## src/rtl/apf_bridge_pkg.sv

```systemverilog
// host bridge address map, region codes and option register offsets
// shared by the decode and register bank logic
package apf_bridge_pkg;

	localparam int bridge_addr_w = 32;
	localparam int bridge_data_w = 32;

	// address top byte of each bridge window
	localparam logic [7:0] region_rom_p = 8'h10;
	localparam logic [7:0] region_rom_v = 8'h20;
	localparam logic [7:0] region_cfg   = 8'hF0;

	// option bank offset, taken from address bits 7:0
	localparam int cfg_offset_w = 8;

	localparam logic [cfg_offset_w-1:0] cfg_off_map_1       = 8'h00;
	localparam logic [cfg_offset_w-1:0] cfg_off_map_2       = 8'h04;
	localparam logic [cfg_offset_w-1:0] cfg_off_dipsw       = 8'h08;
	localparam logic [cfg_offset_w-1:0] cfg_off_system_type = 8'h0C;
	localparam logic [cfg_offset_w-1:0] cfg_off_memcard     = 8'h10;
	localparam logic [cfg_offset_w-1:0] cfg_off_video_mode  = 8'h18;
	localparam logic [cfg_offset_w-1:0] cfg_off_ch_enable   = 8'h1C;
	localparam logic [cfg_offset_w-1:0] cfg_off_snd_enable  = 8'h20;
	localparam logic [cfg_offset_w-1:0] cfg_off_pchip_main  = 8'h24;
	localparam logic [cfg_offset_w-1:0] cfg_off_use_pcm     = 8'h28;
	localparam logic [cfg_offset_w-1:0] cfg_off_pchip_sub   = 8'h2C;
	localparam logic [cfg_offset_w-1:0] cfg_off_cmc_chip    = 8'h30;
	localparam logic [cfg_offset_w-1:0] cfg_off_screen_x    = 8'h34;
	localparam logic [cfg_offset_w-1:0] cfg_off_screen_y    = 8'h38;
	localparam logic [cfg_offset_w-1:0] cfg_off_v2_offset   = 8'h3C;
	localparam logic [cfg_offset_w-1:0] cfg_off_cart_chip   = 8'h40;
	localparam logic [cfg_offset_w-1:0] cfg_off_high_res    = 8'h44;
	localparam logic [cfg_offset_w-1:0] cfg_off_rotation    = 8'h48;
	localparam logic [cfg_offset_w-1:0] cfg_off_v2rom_mask  = 8'h4C;
	localparam logic [cfg_offset_w-1:0] cfg_off_c1_wait     = 8'h54;

	typedef logic [bridge_data_w-1:0] bridge_data_t;

endpackage

```

## src/rtl/neogeo_cfg_pkg.sv

```systemverilog
// neo geo option field widths, reset values, pad layouts,
// rom mask types and protection chip encodings
package neogeo_cfg_pkg;

	// option field widths
	localparam int map_w         = 4;
	localparam int dipsw_w       = 8;
	localparam int system_type_w = 2;
	localparam int memcard_w     = 2;
	localparam int ch_enable_w   = 6;
	localparam int snd_enable_w  = 4;
	localparam int pchip_sub_w   = 3;
	localparam int cmc_w         = 2;
	localparam int cart_chip_w   = 2;
	localparam int v2_w          = 24;
	localparam int c1_wait_w     = 3;
	localparam int screen_pos_w  = 32;

	// non-zero reset values, all dip switches open
	localparam logic [dipsw_w-1:0]       dipsw_reset       = 8'hFF;
	localparam logic [system_type_w-1:0] system_type_reset = 2'd1;
	localparam logic [ch_enable_w-1:0]   ch_enable_reset   = 6'h3F;
	localparam logic [snd_enable_w-1:0]  snd_enable_reset  = 4'hF;

	typedef enum logic [map_w-1:0] {
		layout_pad       = 4'd0,
		layout_neogeo    = 4'd1,
		layout_neogeo_cd = 4'd2
	} pad_layout_t;

	localparam int joy_w = 10;
	typedef logic [15:0] key_t;

	// rom size masks, p2 gets its bank bit on top
	typedef logic [22:0] p2_mask_t;
	typedef logic [18:0] m_mask_t;
	typedef logic [23:0] v1_mask_t;

	// protection chip select codes
	typedef logic [2:0] pchip_t;
	localparam pchip_t pchip_none      = 3'd0;
	localparam pchip_t pchip_main_code = 3'd2;
	localparam pchip_t pchip_sub_bias  = 3'd2;
	localparam logic [pchip_sub_w-1:0] pchip_sub_max = 3'd5;

endpackage

```

## src/rtl/bridge_decode.sv

```systemverilog
// bridge strobe decode into per-target single-cycle strobes
// plus the p2 rom upper bank flag
`timescale 1ns/1ps

module bridge_decode (
	input  logic                                     clk_74a,
	input  logic                                     reset_l_main,
	input  logic [apf_bridge_pkg::bridge_addr_w-1:0] bridge_addr,
	input  logic                                     bridge_wr,
	input  apf_bridge_pkg::bridge_data_t             bridge_wr_data,
	input  logic                                     bridge_rd,
	output logic                                     cfg_wr,
	output logic                                     cfg_rd,
	output logic                                     other_rd,
	output logic [apf_bridge_pkg::cfg_offset_w-1:0]  cfg_offset,
	output apf_bridge_pkg::bridge_data_t             wr_data,
	output logic                                     p2_wr,
	output logic                                     m_wr,
	output logic                                     v1_wr,
	output logic [apf_bridge_pkg::bridge_addr_w-1:0] upload_addr,
	output logic                                     p2_bank_hi
);
	import apf_bridge_pkg::*;

	logic [7:0] addr_top;
	logic       hit_p2;
	logic       hit_m;
	logic       hit_bank1;
	logic       hit_v1;
	logic       hit_cfg;
	logic       bank_flag;
	logic       bank_prev;

	assign addr_top = bridge_addr[31:24];

	// 0x100-0x107 is p2 bank 0 and 0x108 selects bank 1
	assign hit_p2    = (addr_top == region_rom_p) && !bridge_addr[23];
	assign hit_bank1 = (addr_top == region_rom_p) && (bridge_addr[23:20] == 4'h8);
	// m rom sits at 0x10F8 and up
	assign hit_m     = (addr_top == region_rom_p) && (bridge_addr[23:19] == 5'b11111);
	assign hit_v1    = (addr_top == region_rom_v);
	assign hit_cfg   = (addr_top == region_cfg);

	always_ff @(posedge clk_74a or negedge reset_l_main) begin
		if (!reset_l_main) begin
			cfg_wr     <= 1'b0;
			cfg_rd     <= 1'b0;
			other_rd   <= 1'b0;
			p2_wr      <= 1'b0;
			m_wr       <= 1'b0;
			v1_wr      <= 1'b0;
			bank_flag  <= 1'b0;
			bank_prev  <= 1'b0;
			p2_bank_hi <= 1'b0;
		end else begin
			cfg_wr   <= bridge_wr && hit_cfg;
			p2_wr    <= bridge_wr && hit_p2;
			m_wr     <= bridge_wr && hit_m;
			v1_wr    <= bridge_wr && hit_v1;
			cfg_rd   <= bridge_rd && hit_cfg;
			other_rd <= bridge_rd && !hit_cfg;
			if (bridge_wr && hit_bank1) begin
				bank_flag <= 1'b1;
			end else if (bridge_wr && hit_p2) begin
				bank_flag <= 1'b0;
			end
			// bank bit seen before this write goes out with the p2 mask
			if (bridge_wr && hit_p2) begin
				bank_prev <= bank_flag;
			end
			if (p2_wr) begin
				p2_bank_hi <= bank_prev;
			end
		end
	end

	always_ff @(posedge clk_74a) begin
		if (bridge_wr) begin
			wr_data     <= bridge_wr_data;
			upload_addr <= bridge_addr;
		end
		if (bridge_wr || bridge_rd) begin
			cfg_offset <= bridge_addr[cfg_offset_w-1:0];
		end
	end

	a_one_write: assert property (@(posedge clk_74a) disable iff (!reset_l_main)
		$onehot0({cfg_wr, p2_wr, m_wr, v1_wr}));

	a_one_read: assert property (@(posedge clk_74a) disable iff (!reset_l_main)
		!(cfg_rd && other_rd));

endmodule

```

## src/rtl/config_regs.sv

```systemverilog
// core option register bank with bridge readback
// and protection chip select encoding
`timescale 1ns/1ps

module config_regs (
	input  logic                                       clk_74a,
	input  logic                                       reset_l_main,
	input  logic                                       cfg_wr,
	input  logic                                       cfg_rd,
	input  logic                                       other_rd,
	input  logic [apf_bridge_pkg::cfg_offset_w-1:0]    cfg_offset,
	input  apf_bridge_pkg::bridge_data_t               wr_data,
	output apf_bridge_pkg::bridge_data_t               bridge_rd_data,
	output neogeo_cfg_pkg::pad_layout_t                controller_map_1,
	output neogeo_cfg_pkg::pad_layout_t                controller_map_2,
	output logic [neogeo_cfg_pkg::dipsw_w-1:0]         dipsw,
	output logic [neogeo_cfg_pkg::system_type_w-1:0]   system_type,
	output logic [neogeo_cfg_pkg::memcard_w-1:0]       memory_card_enable,
	output logic                                       video_mode,
	output logic [neogeo_cfg_pkg::ch_enable_w-1:0]     ch_enable,
	output logic [neogeo_cfg_pkg::snd_enable_w-1:0]    snd_enable,
	output logic                                       use_pcm,
	output logic [neogeo_cfg_pkg::cmc_w-1:0]           cmc_chip,
	output logic [neogeo_cfg_pkg::cart_chip_w-1:0]     cart_chip,
	output logic [neogeo_cfg_pkg::screen_pos_w-1:0]    screen_x_pos,
	output logic [neogeo_cfg_pkg::screen_pos_w-1:0]    screen_y_pos,
	output logic [neogeo_cfg_pkg::v2_w-1:0]            v2_offset,
	output logic [neogeo_cfg_pkg::v2_w-1:0]            v2rom_mask,
	output logic                                       high_res,
	output logic                                       screen_rotation,
	output logic [neogeo_cfg_pkg::c1_wait_w-1:0]       c1_wait,
	output neogeo_cfg_pkg::pchip_t                     cart_pchip
);
	import apf_bridge_pkg::*;
	import neogeo_cfg_pkg::*;

	logic                   pchip_main;
	logic [pchip_sub_w-1:0] pchip_sub;

	always_ff @(posedge clk_74a or negedge reset_l_main) begin
		if (!reset_l_main) begin
			controller_map_1   <= layout_pad;
			controller_map_2   <= layout_pad;
			dipsw              <= dipsw_reset;
			system_type        <= system_type_reset;
			memory_card_enable <= '0;
			video_mode         <= 1'b0;
			ch_enable          <= ch_enable_reset;
			snd_enable         <= snd_enable_reset;
			pchip_main         <= 1'b0;
			use_pcm            <= 1'b0;
			pchip_sub          <= '0;
			cmc_chip           <= '0;
			screen_x_pos       <= '0;
			screen_y_pos       <= '0;
			v2_offset          <= '0;
			cart_chip          <= '0;
			high_res           <= 1'b0;
			screen_rotation    <= 1'b0;
			v2rom_mask         <= '0;
			c1_wait            <= '0;
		end else if (cfg_wr) begin
			// low bits only, unknown offsets drop
			case (cfg_offset)
				cfg_off_map_1:       controller_map_1 <= pad_layout_t'(wr_data[map_w-1:0]);
				cfg_off_map_2:       controller_map_2 <= pad_layout_t'(wr_data[map_w-1:0]);
				cfg_off_dipsw:       dipsw <= wr_data[dipsw_w-1:0];
				cfg_off_system_type: system_type <= wr_data[system_type_w-1:0];
				cfg_off_memcard:     memory_card_enable <= wr_data[memcard_w-1:0];
				cfg_off_video_mode:  video_mode <= wr_data[0];
				cfg_off_ch_enable:   ch_enable <= wr_data[ch_enable_w-1:0];
				cfg_off_snd_enable:  snd_enable <= wr_data[snd_enable_w-1:0];
				cfg_off_pchip_main:  pchip_main <= wr_data[0];
				cfg_off_use_pcm:     use_pcm <= wr_data[0];
				cfg_off_pchip_sub:   pchip_sub <= wr_data[pchip_sub_w-1:0];
				cfg_off_cmc_chip:    cmc_chip <= wr_data[cmc_w-1:0];
				cfg_off_screen_x:    screen_x_pos <= wr_data[screen_pos_w-1:0];
				cfg_off_screen_y:    screen_y_pos <= wr_data[screen_pos_w-1:0];
				cfg_off_v2_offset:   v2_offset <= wr_data[v2_w-1:0];
				cfg_off_cart_chip:   cart_chip <= wr_data[cart_chip_w-1:0];
				cfg_off_high_res:    high_res <= wr_data[0];
				cfg_off_rotation:    screen_rotation <= wr_data[0];
				cfg_off_v2rom_mask:  v2rom_mask <= wr_data[v2_w-1:0];
				cfg_off_c1_wait:     c1_wait <= wr_data[c1_wait_w-1:0];
				default: ;
			endcase
		end
	end

	// read data holds until the next read
	always_ff @(posedge clk_74a or negedge reset_l_main) begin
		if (!reset_l_main) begin
			bridge_rd_data <= '0;
		end else if (other_rd) begin
			bridge_rd_data <= '0;
		end else if (cfg_rd) begin
			case (cfg_offset)
				cfg_off_map_1:       bridge_rd_data <= bridge_data_t'(controller_map_1);
				cfg_off_map_2:       bridge_rd_data <= bridge_data_t'(controller_map_2);
				cfg_off_dipsw:       bridge_rd_data <= bridge_data_t'(dipsw);
				cfg_off_system_type: bridge_rd_data <= bridge_data_t'(system_type);
				cfg_off_memcard:     bridge_rd_data <= bridge_data_t'(memory_card_enable);
				cfg_off_video_mode:  bridge_rd_data <= bridge_data_t'(video_mode);
				cfg_off_ch_enable:   bridge_rd_data <= bridge_data_t'(ch_enable);
				cfg_off_snd_enable:  bridge_rd_data <= bridge_data_t'(snd_enable);
				cfg_off_pchip_main:  bridge_rd_data <= bridge_data_t'(pchip_main);
				cfg_off_use_pcm:     bridge_rd_data <= bridge_data_t'(use_pcm);
				cfg_off_pchip_sub:   bridge_rd_data <= bridge_data_t'(pchip_sub);
				cfg_off_cmc_chip:    bridge_rd_data <= bridge_data_t'(cmc_chip);
				cfg_off_screen_x:    bridge_rd_data <= bridge_data_t'(screen_x_pos);
				cfg_off_screen_y:    bridge_rd_data <= bridge_data_t'(screen_y_pos);
				cfg_off_v2_offset:   bridge_rd_data <= bridge_data_t'(v2_offset);
				cfg_off_cart_chip:   bridge_rd_data <= bridge_data_t'(cart_chip);
				cfg_off_high_res:    bridge_rd_data <= bridge_data_t'(high_res);
				cfg_off_rotation:    bridge_rd_data <= bridge_data_t'(screen_rotation);
				cfg_off_v2rom_mask:  bridge_rd_data <= bridge_data_t'(v2rom_mask);
				cfg_off_c1_wait:     bridge_rd_data <= bridge_data_t'(c1_wait);
				default:             bridge_rd_data <= '0;
			endcase
		end
	end

	// main chip wins, sub chips 1..5 map to codes 3..7
	always_ff @(posedge clk_74a or negedge reset_l_main) begin
		if (!reset_l_main) begin
			cart_pchip <= pchip_none;
		end else if (pchip_main) begin
			cart_pchip <= pchip_main_code;
		end else if ((pchip_sub != '0) && (pchip_sub <= pchip_sub_max)) begin
			cart_pchip <= pchip_t'(pchip_sub + pchip_sub_bias);
		end else begin
			cart_pchip <= pchip_none;
		end
	end

endmodule

```

## src/rtl/rom_mask_tracker.sv

```systemverilog
// rom size mask taken from upload write addresses
`timescale 1ns/1ps

module rom_mask_tracker #(
	parameter type mask_t = logic [15:0]
) (
	input  logic                                     clk_74a,
	input  logic                                     reset_l_main,
	input  logic                                     upload_wr,
	input  logic [apf_bridge_pkg::bridge_addr_w-1:0] upload_addr,
	output mask_t                                    mask
);
	localparam int mask_w = $bits(mask_t);

	mask_t smeared;

	// every bit at or below the top set address bit goes high
	always_comb begin
		smeared[mask_w-1] = upload_addr[mask_w-1];
		for (int i = mask_w - 2; i >= 0; i--) begin
			smeared[i] = smeared[i+1] | upload_addr[i];
		end
	end

	always_ff @(posedge clk_74a or negedge reset_l_main) begin
		if (!reset_l_main) begin
			mask <= '0;
		end else if (upload_wr) begin
			mask <= smeared;
		end
	end

	// mask stays a solid run of ones from bit 0
	a_mask_solid: assert property (@(posedge clk_74a) disable iff (!reset_l_main)
		(mask & mask_t'(mask + 1'b1)) == '0);

endmodule

```

## src/rtl/joypad_remap.sv

```systemverilog
// pad key word to neo geo joystick word, per button layout
`timescale 1ns/1ps

module joypad_remap (
	input  logic                              clk_74a,
	input  logic                              reset_l_main,
	input  neogeo_cfg_pkg::key_t              key,
	input  neogeo_cfg_pkg::pad_layout_t       layout,
	output logic [neogeo_cfg_pkg::joy_w-1:0]  joystick
);
	import neogeo_cfg_pkg::*;

	logic [1:0] sys_keys;
	logic [3:0] dir_keys;
	logic [3:0] face_keys;

	// select, start
	assign sys_keys = {key[14], key[15]};
	// up, down, left, right
	assign dir_keys = {key[0], key[1], key[2], key[3]};

	// key bits 4..7 are a, b, x, y
	always_comb begin
		case (layout)
			layout_neogeo:    face_keys = {key[4], key[6], key[5], key[7]};
			layout_neogeo_cd: face_keys = {key[6], key[7], key[4], key[5]};
			default:          face_keys = key[7:4];
		endcase
	end

	always_ff @(posedge clk_74a or negedge reset_l_main) begin
		if (!reset_l_main) begin
			joystick <= '0;
		end else begin
			joystick <= {sys_keys, face_keys, dir_keys};
		end
	end

endmodule

```

## src/rtl/apf_io_top.sv

```systemverilog
// i/o hand-off top: bridge decode, option bank,
// rom mask trackers and pad remappers
`timescale 1ns/1ps

module apf_io_top (
	input  logic                                       clk_74a,
	input  logic                                       reset_l_main,
	input  logic [apf_bridge_pkg::bridge_addr_w-1:0]   bridge_addr,
	input  logic                                       bridge_wr,
	input  apf_bridge_pkg::bridge_data_t               bridge_wr_data,
	input  logic                                       bridge_rd,
	output apf_bridge_pkg::bridge_data_t               bridge_rd_data,
	input  neogeo_cfg_pkg::key_t                       cont1_key,
	input  neogeo_cfg_pkg::key_t                       cont2_key,
	output logic [neogeo_cfg_pkg::dipsw_w-1:0]         dipsw,
	output logic [neogeo_cfg_pkg::system_type_w-1:0]   system_type,
	output logic [neogeo_cfg_pkg::memcard_w-1:0]       memory_card_enable,
	output logic                                       video_mode,
	output logic [neogeo_cfg_pkg::ch_enable_w-1:0]     ch_enable,
	output logic [neogeo_cfg_pkg::snd_enable_w-1:0]    snd_enable,
	output logic                                       use_pcm,
	output logic [neogeo_cfg_pkg::cmc_w-1:0]           cmc_chip,
	output logic [neogeo_cfg_pkg::cart_chip_w-1:0]     cart_chip,
	output logic [neogeo_cfg_pkg::screen_pos_w-1:0]    screen_x_pos,
	output logic [neogeo_cfg_pkg::screen_pos_w-1:0]    screen_y_pos,
	output logic [neogeo_cfg_pkg::v2_w-1:0]            v2_offset,
	output logic [neogeo_cfg_pkg::v2_w-1:0]            v2rom_mask,
	output logic                                       high_res,
	output logic                                       screen_rotation,
	output logic [neogeo_cfg_pkg::c1_wait_w-1:0]       c1_wait,
	output neogeo_cfg_pkg::pchip_t                     cart_pchip,
	output logic [$bits(neogeo_cfg_pkg::p2_mask_t):0]  p2rom_mask,
	output neogeo_cfg_pkg::m_mask_t                    mrom_mask,
	output neogeo_cfg_pkg::v1_mask_t                   v1rom_mask,
	output logic [neogeo_cfg_pkg::joy_w-1:0]           joystick_0,
	output logic [neogeo_cfg_pkg::joy_w-1:0]           joystick_1
);
	import apf_bridge_pkg::*;
	import neogeo_cfg_pkg::*;

	logic                     cfg_wr;
	logic                     cfg_rd;
	logic                     other_rd;
	logic [cfg_offset_w-1:0]  cfg_offset;
	bridge_data_t             wr_data;
	logic                     p2_wr;
	logic                     m_wr;
	logic                     v1_wr;
	logic [bridge_addr_w-1:0] upload_addr;
	logic                     p2_bank_hi;
	p2_mask_t                 p2_mask_lo;
	pad_layout_t              controller_map_1;
	pad_layout_t              controller_map_2;

	bridge_decode u_decode (.*);

	config_regs u_regs (.*);

	rom_mask_tracker #(.mask_t(p2_mask_t)) u_p2_mask (
		.clk_74a      (clk_74a),
		.reset_l_main (reset_l_main),
		.upload_wr    (p2_wr),
		.upload_addr  (upload_addr),
		.mask         (p2_mask_lo)
	);

	rom_mask_tracker #(.mask_t(m_mask_t)) u_m_mask (
		.clk_74a      (clk_74a),
		.reset_l_main (reset_l_main),
		.upload_wr    (m_wr),
		.upload_addr  (upload_addr),
		.mask         (mrom_mask)
	);

	rom_mask_tracker #(.mask_t(v1_mask_t)) u_v1_mask (
		.clk_74a      (clk_74a),
		.reset_l_main (reset_l_main),
		.upload_wr    (v1_wr),
		.upload_addr  (upload_addr),
		.mask         (v1rom_mask)
	);

	// upper bank bit sits above the 23-bit p2 mask
	assign p2rom_mask = {p2_bank_hi, p2_mask_lo};

	joypad_remap u_pad_1 (
		.clk_74a      (clk_74a),
		.reset_l_main (reset_l_main),
		.key          (cont1_key),
		.layout       (controller_map_1),
		.joystick     (joystick_0)
	);

	joypad_remap u_pad_2 (
		.clk_74a      (clk_74a),
		.reset_l_main (reset_l_main),
		.key          (cont2_key),
		.layout       (controller_map_2),
		.joystick     (joystick_1)
	);

endmodule

```

## config.mk

```make
export PLATFORM = sky130hd
export DESIGN_NAME = apf_io_top
export DESIGN_NICKNAME = d
export VERILOG_FILES = /design/src/rtl/apf_bridge_pkg.sv /design/src/rtl/neogeo_cfg_pkg.sv /design/src/rtl/bridge_decode.sv /design/src/rtl/config_regs.sv /design/src/rtl/rom_mask_tracker.sv /design/src/rtl/joypad_remap.sv /design/src/rtl/apf_io_top.sv
export SDC_FILE = /design/constraint.sdc
export NUM_CORES = 1
export LEC_CHECK = 0
export ABC_CLOCK_PERIOD_IN_PS = 3200
export BUFFER_PORTS_ARGS = -buffer_cell sky130_fd_sc_hd__buf_2
export CAP_MARGIN = 15
export CELL_PAD_IN_SITES_DETAIL_PLACEMENT = 2
export CELL_PAD_IN_SITES_GLOBAL_PLACEMENT = 2
export CORE_UTILIZATION = 38
export DETAILED_ROUTE_END_ITERATION = 10
export PLACE_DENSITY_LB_ADDON = 0.1
export SETUP_SLACK_MARGIN = 0.5
export SYNTH_ARGS = -nofsm -noshare
export SYNTH_HDL_FRONTEND = slang
export SYNTH_SLANG_ARGS = --single-unit
export TNS_END_PERCENT = 50
```

## constraint.sdc

```tcl
create_clock -name clk_74a -period 3.2 [get_ports clk_74a]
set_input_delay 0.8 -clock clk_74a [delete_from_list [all_inputs] [get_ports clk_74a]]
set_output_delay 0.8 -clock clk_74a [all_outputs]
set_load 0.03 [all_outputs]
```

==> metrics.md <==
| Metric | Value |
|---|---|
| Pwr dens | `approximately 550 nW/um^2` |
| Port bufs | `354` |
| Mapped cell area | `~14000 um^2` |
| Clock skew | `0.0128 ns` |
| Number of flops mapped to enable cells by yosys | `64` |
| Die area | `38200 um^2` |
| Row count | `70` |
| Routed length per placed instance | `25.3 um` |
| H-tree Lvls | `2` |
| Die Y | `195 um` |
| Critical-path cell list | `nor4b_4 -> and2_1 -> nand2_4 -> mux2_2` |
| Later-pin clock latency in the skew report | `approximately 0.55 ns` |
| Vias in the first global route | `11.6k` |
| Maximum vdd drop | `approximately 0.45 mV` |
| Critical path required time | `roughly 3.6 ns` |
| Switching Share | `0.239` |
| Synthesized netlist cell count | `1034` |
| Design Area, Final | `18000 um^2` |
| DP Area | `16600 um^2` |
| Share of layout cells above drive strength 1 | `0.466` |
| Sequential area share after synthesis | `0.643` |
| Via Count | `~10k` |
| Slew headroom | `0.454` |
| Combinational power share | `0.057` |
| Slowest stage delay, CP | `~0.69 ns` |
| Yosys Warn Count | `0` |
| Clk pin slew, worst setup/hold paths | `0.07 ns` |
| Core Box Area | `~37000 um^2` |
| Hold crit path type | `input port to async pin` |
| Mapped Nets | `1135` |
| Crit end category | `register` |
| Slew @ Worst Pin | `0.811 ns` |
| Crit share post-route | `0.803` |
| First-pass GRT wire length | `73.2 mm` |
| Status | `finished, final reports clean` |
| Fraction of registers with async set/reset | `0.818` |
| # clock sinks | `351` |
| Total of max-cap violations | `0` |
| Routability cong. | `0.807` |
| Share of the synthesized area in the top cell type | `0.472` |
| Worst EP arrival | `3.00 ns` |
| Top FF cell, synth | `dfrtp_1` |
| Switching power | `2.36 mW` |
| Initial antenna violation count | `4` |
| CP Launch Type | `register` |
| Setup Viol. Count Final | `0` |
| CTS Buf Count | `40` |
| Setup TNS | `0 ns` |
| Initial Utilization | `0.387` |
| Die X-Extent | `195 um` |
| Post-DP HPWL | `33.0 mm` |
| CP Buf/Inv Count | `0` |
| Largest net degree at the start of global routing | `84` |
| DRC | `0` |
| Wirelength, routed | `about 48 mm` |
| Top Ports | `367` |
| Final Hold Vio Count | `0` |
| Pins over their slew limit | `0` |
| Setup Crit Path Kind | `register to register` |
| Post-synth top area cell | `dfrtp_1` |
| Iter 0 DRT Violations | `435` |
| CTS max path bufs | `3` |
| Mean Syn Cell Area | `13.7 um^2` |
| Area Growth Syn to Fin | `26.4%` |
| CTS resizes | `0` |
| DRT Pass-1 Iters | `4` |
| Commonest cells post-synth | `dfrtp_1 (268), mux2_2 (138), nor2_1 (99), edfxtp_1 (64), a21oi_1 (54)` |
| Most frequent cell after synthesis | `dfrtp_1` |
| Leak pwr | `between 9 and 10 nW` |
| Synth unique cells | `68` |
| Root buffer cell | `clkbuf_16` |
| Synth area leaders | `dfrtp_1 (47%), edfxtp_1 (14%), mux2_2 (11%)` |
| Gr ovfl total | `0` |
| RSZ-0062 raised after global routing | `false` |
| DR vias/cell | `between 5 and 6` |
| Sequential share of power | `0.489` |
| Worst path slowest cell | `edfxtp_1` |
| Internal power | `7.51 mW` |
| Post-route ant nets | `0` |
| Total Routing Usage GR | `0.256` |
| CTS tree | `yes` |
| Final min period | `2.57 ns` |
| Final nets | `roughly 1.5k` |
| Seq cells post-synth | `about 350` |
| CP delay by family, top | `simple AND/OR/NAND/NOR gates` |
| Worst-path fanout max | `32` |
| Clock network power share | `0.454` |
| Achievable clock frequency | `389 MHz` |
## worst paths after layout
check / start / endpoint / slack, ns / depth (start not counted)
setup / recovery: u_decode.cfg_offset[2]$_DFFE_PP_ / u_regs.screen_y_pos[6]$_DFFE_PN0P_ / 0.63 / 4
hold / removal: reset_l_main / u_pad_2.joystick[6]$_DFF_PN0_ / 0.24 / 1
setup reg to reg: u_decode.cfg_offset[2]$_DFFE_PP_ / u_regs.screen_y_pos[6]$_DFFE_PN0P_ / 0.63 / 4
hold reg to reg: u_regs.bridge_rd_data[27]$_DFFE_PN0P_ / u_regs.bridge_rd_data[27]$_DFFE_PN0P_ / 0.47 / 2
max in group asynchronous: reset_l_main / u_regs.dipsw[6]$_DFFE_PN1P_ / 2.06 / 2
min in group clk_74a: cont1_key[0] / u_pad_1.joystick[3]$_DFF_PN0_ / 0.35 / 1
## placed cells by master (no fill, tap or decap), types with 4 or more instances in the layout
cell type and instances:
nor4b_4 4, mux2_4 30, nor2_1 98, o22ai_1 13
mux2i_1 7, nand3_1 23, nor2b_1 5, nor3b_1 6
dfrtp_1 268, mux2_2 138, nand2b_1 6, buf_12 5
a31oi_1 17, clkinv_2 7, inv_1 5, o21ai_0 22
nor4_1 8, a21oi_1 54, dfstp_2 19, a22o_1 17
nor3_1 13, and2_1 7, o31ai_1 4, edfxtp_1 64
clkbuf_8 9, a22oi_1 40, clkbuf_1 12, buf_4 42
nand2_1 31, a221oi_1 12, buf_2 352, clkbuf_16 41
## power groups by stage
stage          clock network (mW)  registers [mW]  logic [mW]
2_1_floorplan                   0            4.94       0.165
3_3_place_gp                    0            4.90       0.542
3_5_place_dp                    0            4.91       0.555
4_1_cts                      4.60            4.83       0.559
5_1_grt                      4.74            4.84       0.607
6_report                     4.48            4.82       0.562
## worst register-to-register path, stage by stage, from the launching register on
cell and delay, ns:
edfxtp_1 0.69, nor4b_4 0.64, and2_1 0.28, nand2_4 0.38, mux2_2 0.47
## metal layers
layer | GRT usage | share of wire | up-vias
li1 | - | - | 4551
met1 | 0.325 | 0.42 | 5488
met2 | 0.429 | 0.50 | 321
met3 | 0.0568 | 0.060 | 72
met4 | 0.0927 | 0.027 | 0
met5 | 0 | 0 | -
## per-stage QoR
step	utilization	worst slack (ns)	hold slack (ns)	power [mW]	cells
after global routing	0.489	0.557	0.280	10.2	1909
after CTS	0.488	0.638	0.280	9.99	1902
final	0.489	0.629	0.240	9.87	1910
after detailed placement	0.453	0.650	0.468	5.46	1830
after global placement	0.453	0.666	0.457	5.44	1830
after floorplan	-	1.28	0.441	5.11	1034
## registers in the layout, indices dropped and copies added (netlist names), 23 cells and up
signal                 cells
u_decode.upload_addr      24
u_decode.wr_data          32
u_p2_mask.mask            23
u_regs.bridge_rd_data     32
u_regs.screen_x_pos       32
u_regs.screen_y_pos       32
u_regs.v2_offset          24
u_regs.v2rom_mask         24
u_v1_mask.mask            24
## repair_timing
action                                  CTS  global route
endpoints found under the setup margin    0             3
buffers inserted                          0             5
hold buffers                              0             0
## final cells by class
type	count	area (um^2)
inverters	5	18.8
repair buffers	400	2190
multi-input cells	611	4750
diodes	3	7.51
clock buffers	62	1190
flip-flops and latches	351	9130
well taps	468	586
fillers	3617	18700
clock inverters	10	78.8
## logic make-up (layout without fill, tap and decap cells)
logic type / count (synthesis) / in the layout / share of synthesized area
compound gates: 200 / 200 / 0.0935
fa+ha+maj: 1 / 1 / 0.000881
buf+inv: 72 / 477 / 0.0261
flops: 351 / 351 / 0.643
mux: 177 / 177 / 0.148
other cells: 0 / 3 / 0
simple gates: 233 / 233 / 0.0885
Power figures use the tool's default switching activity.
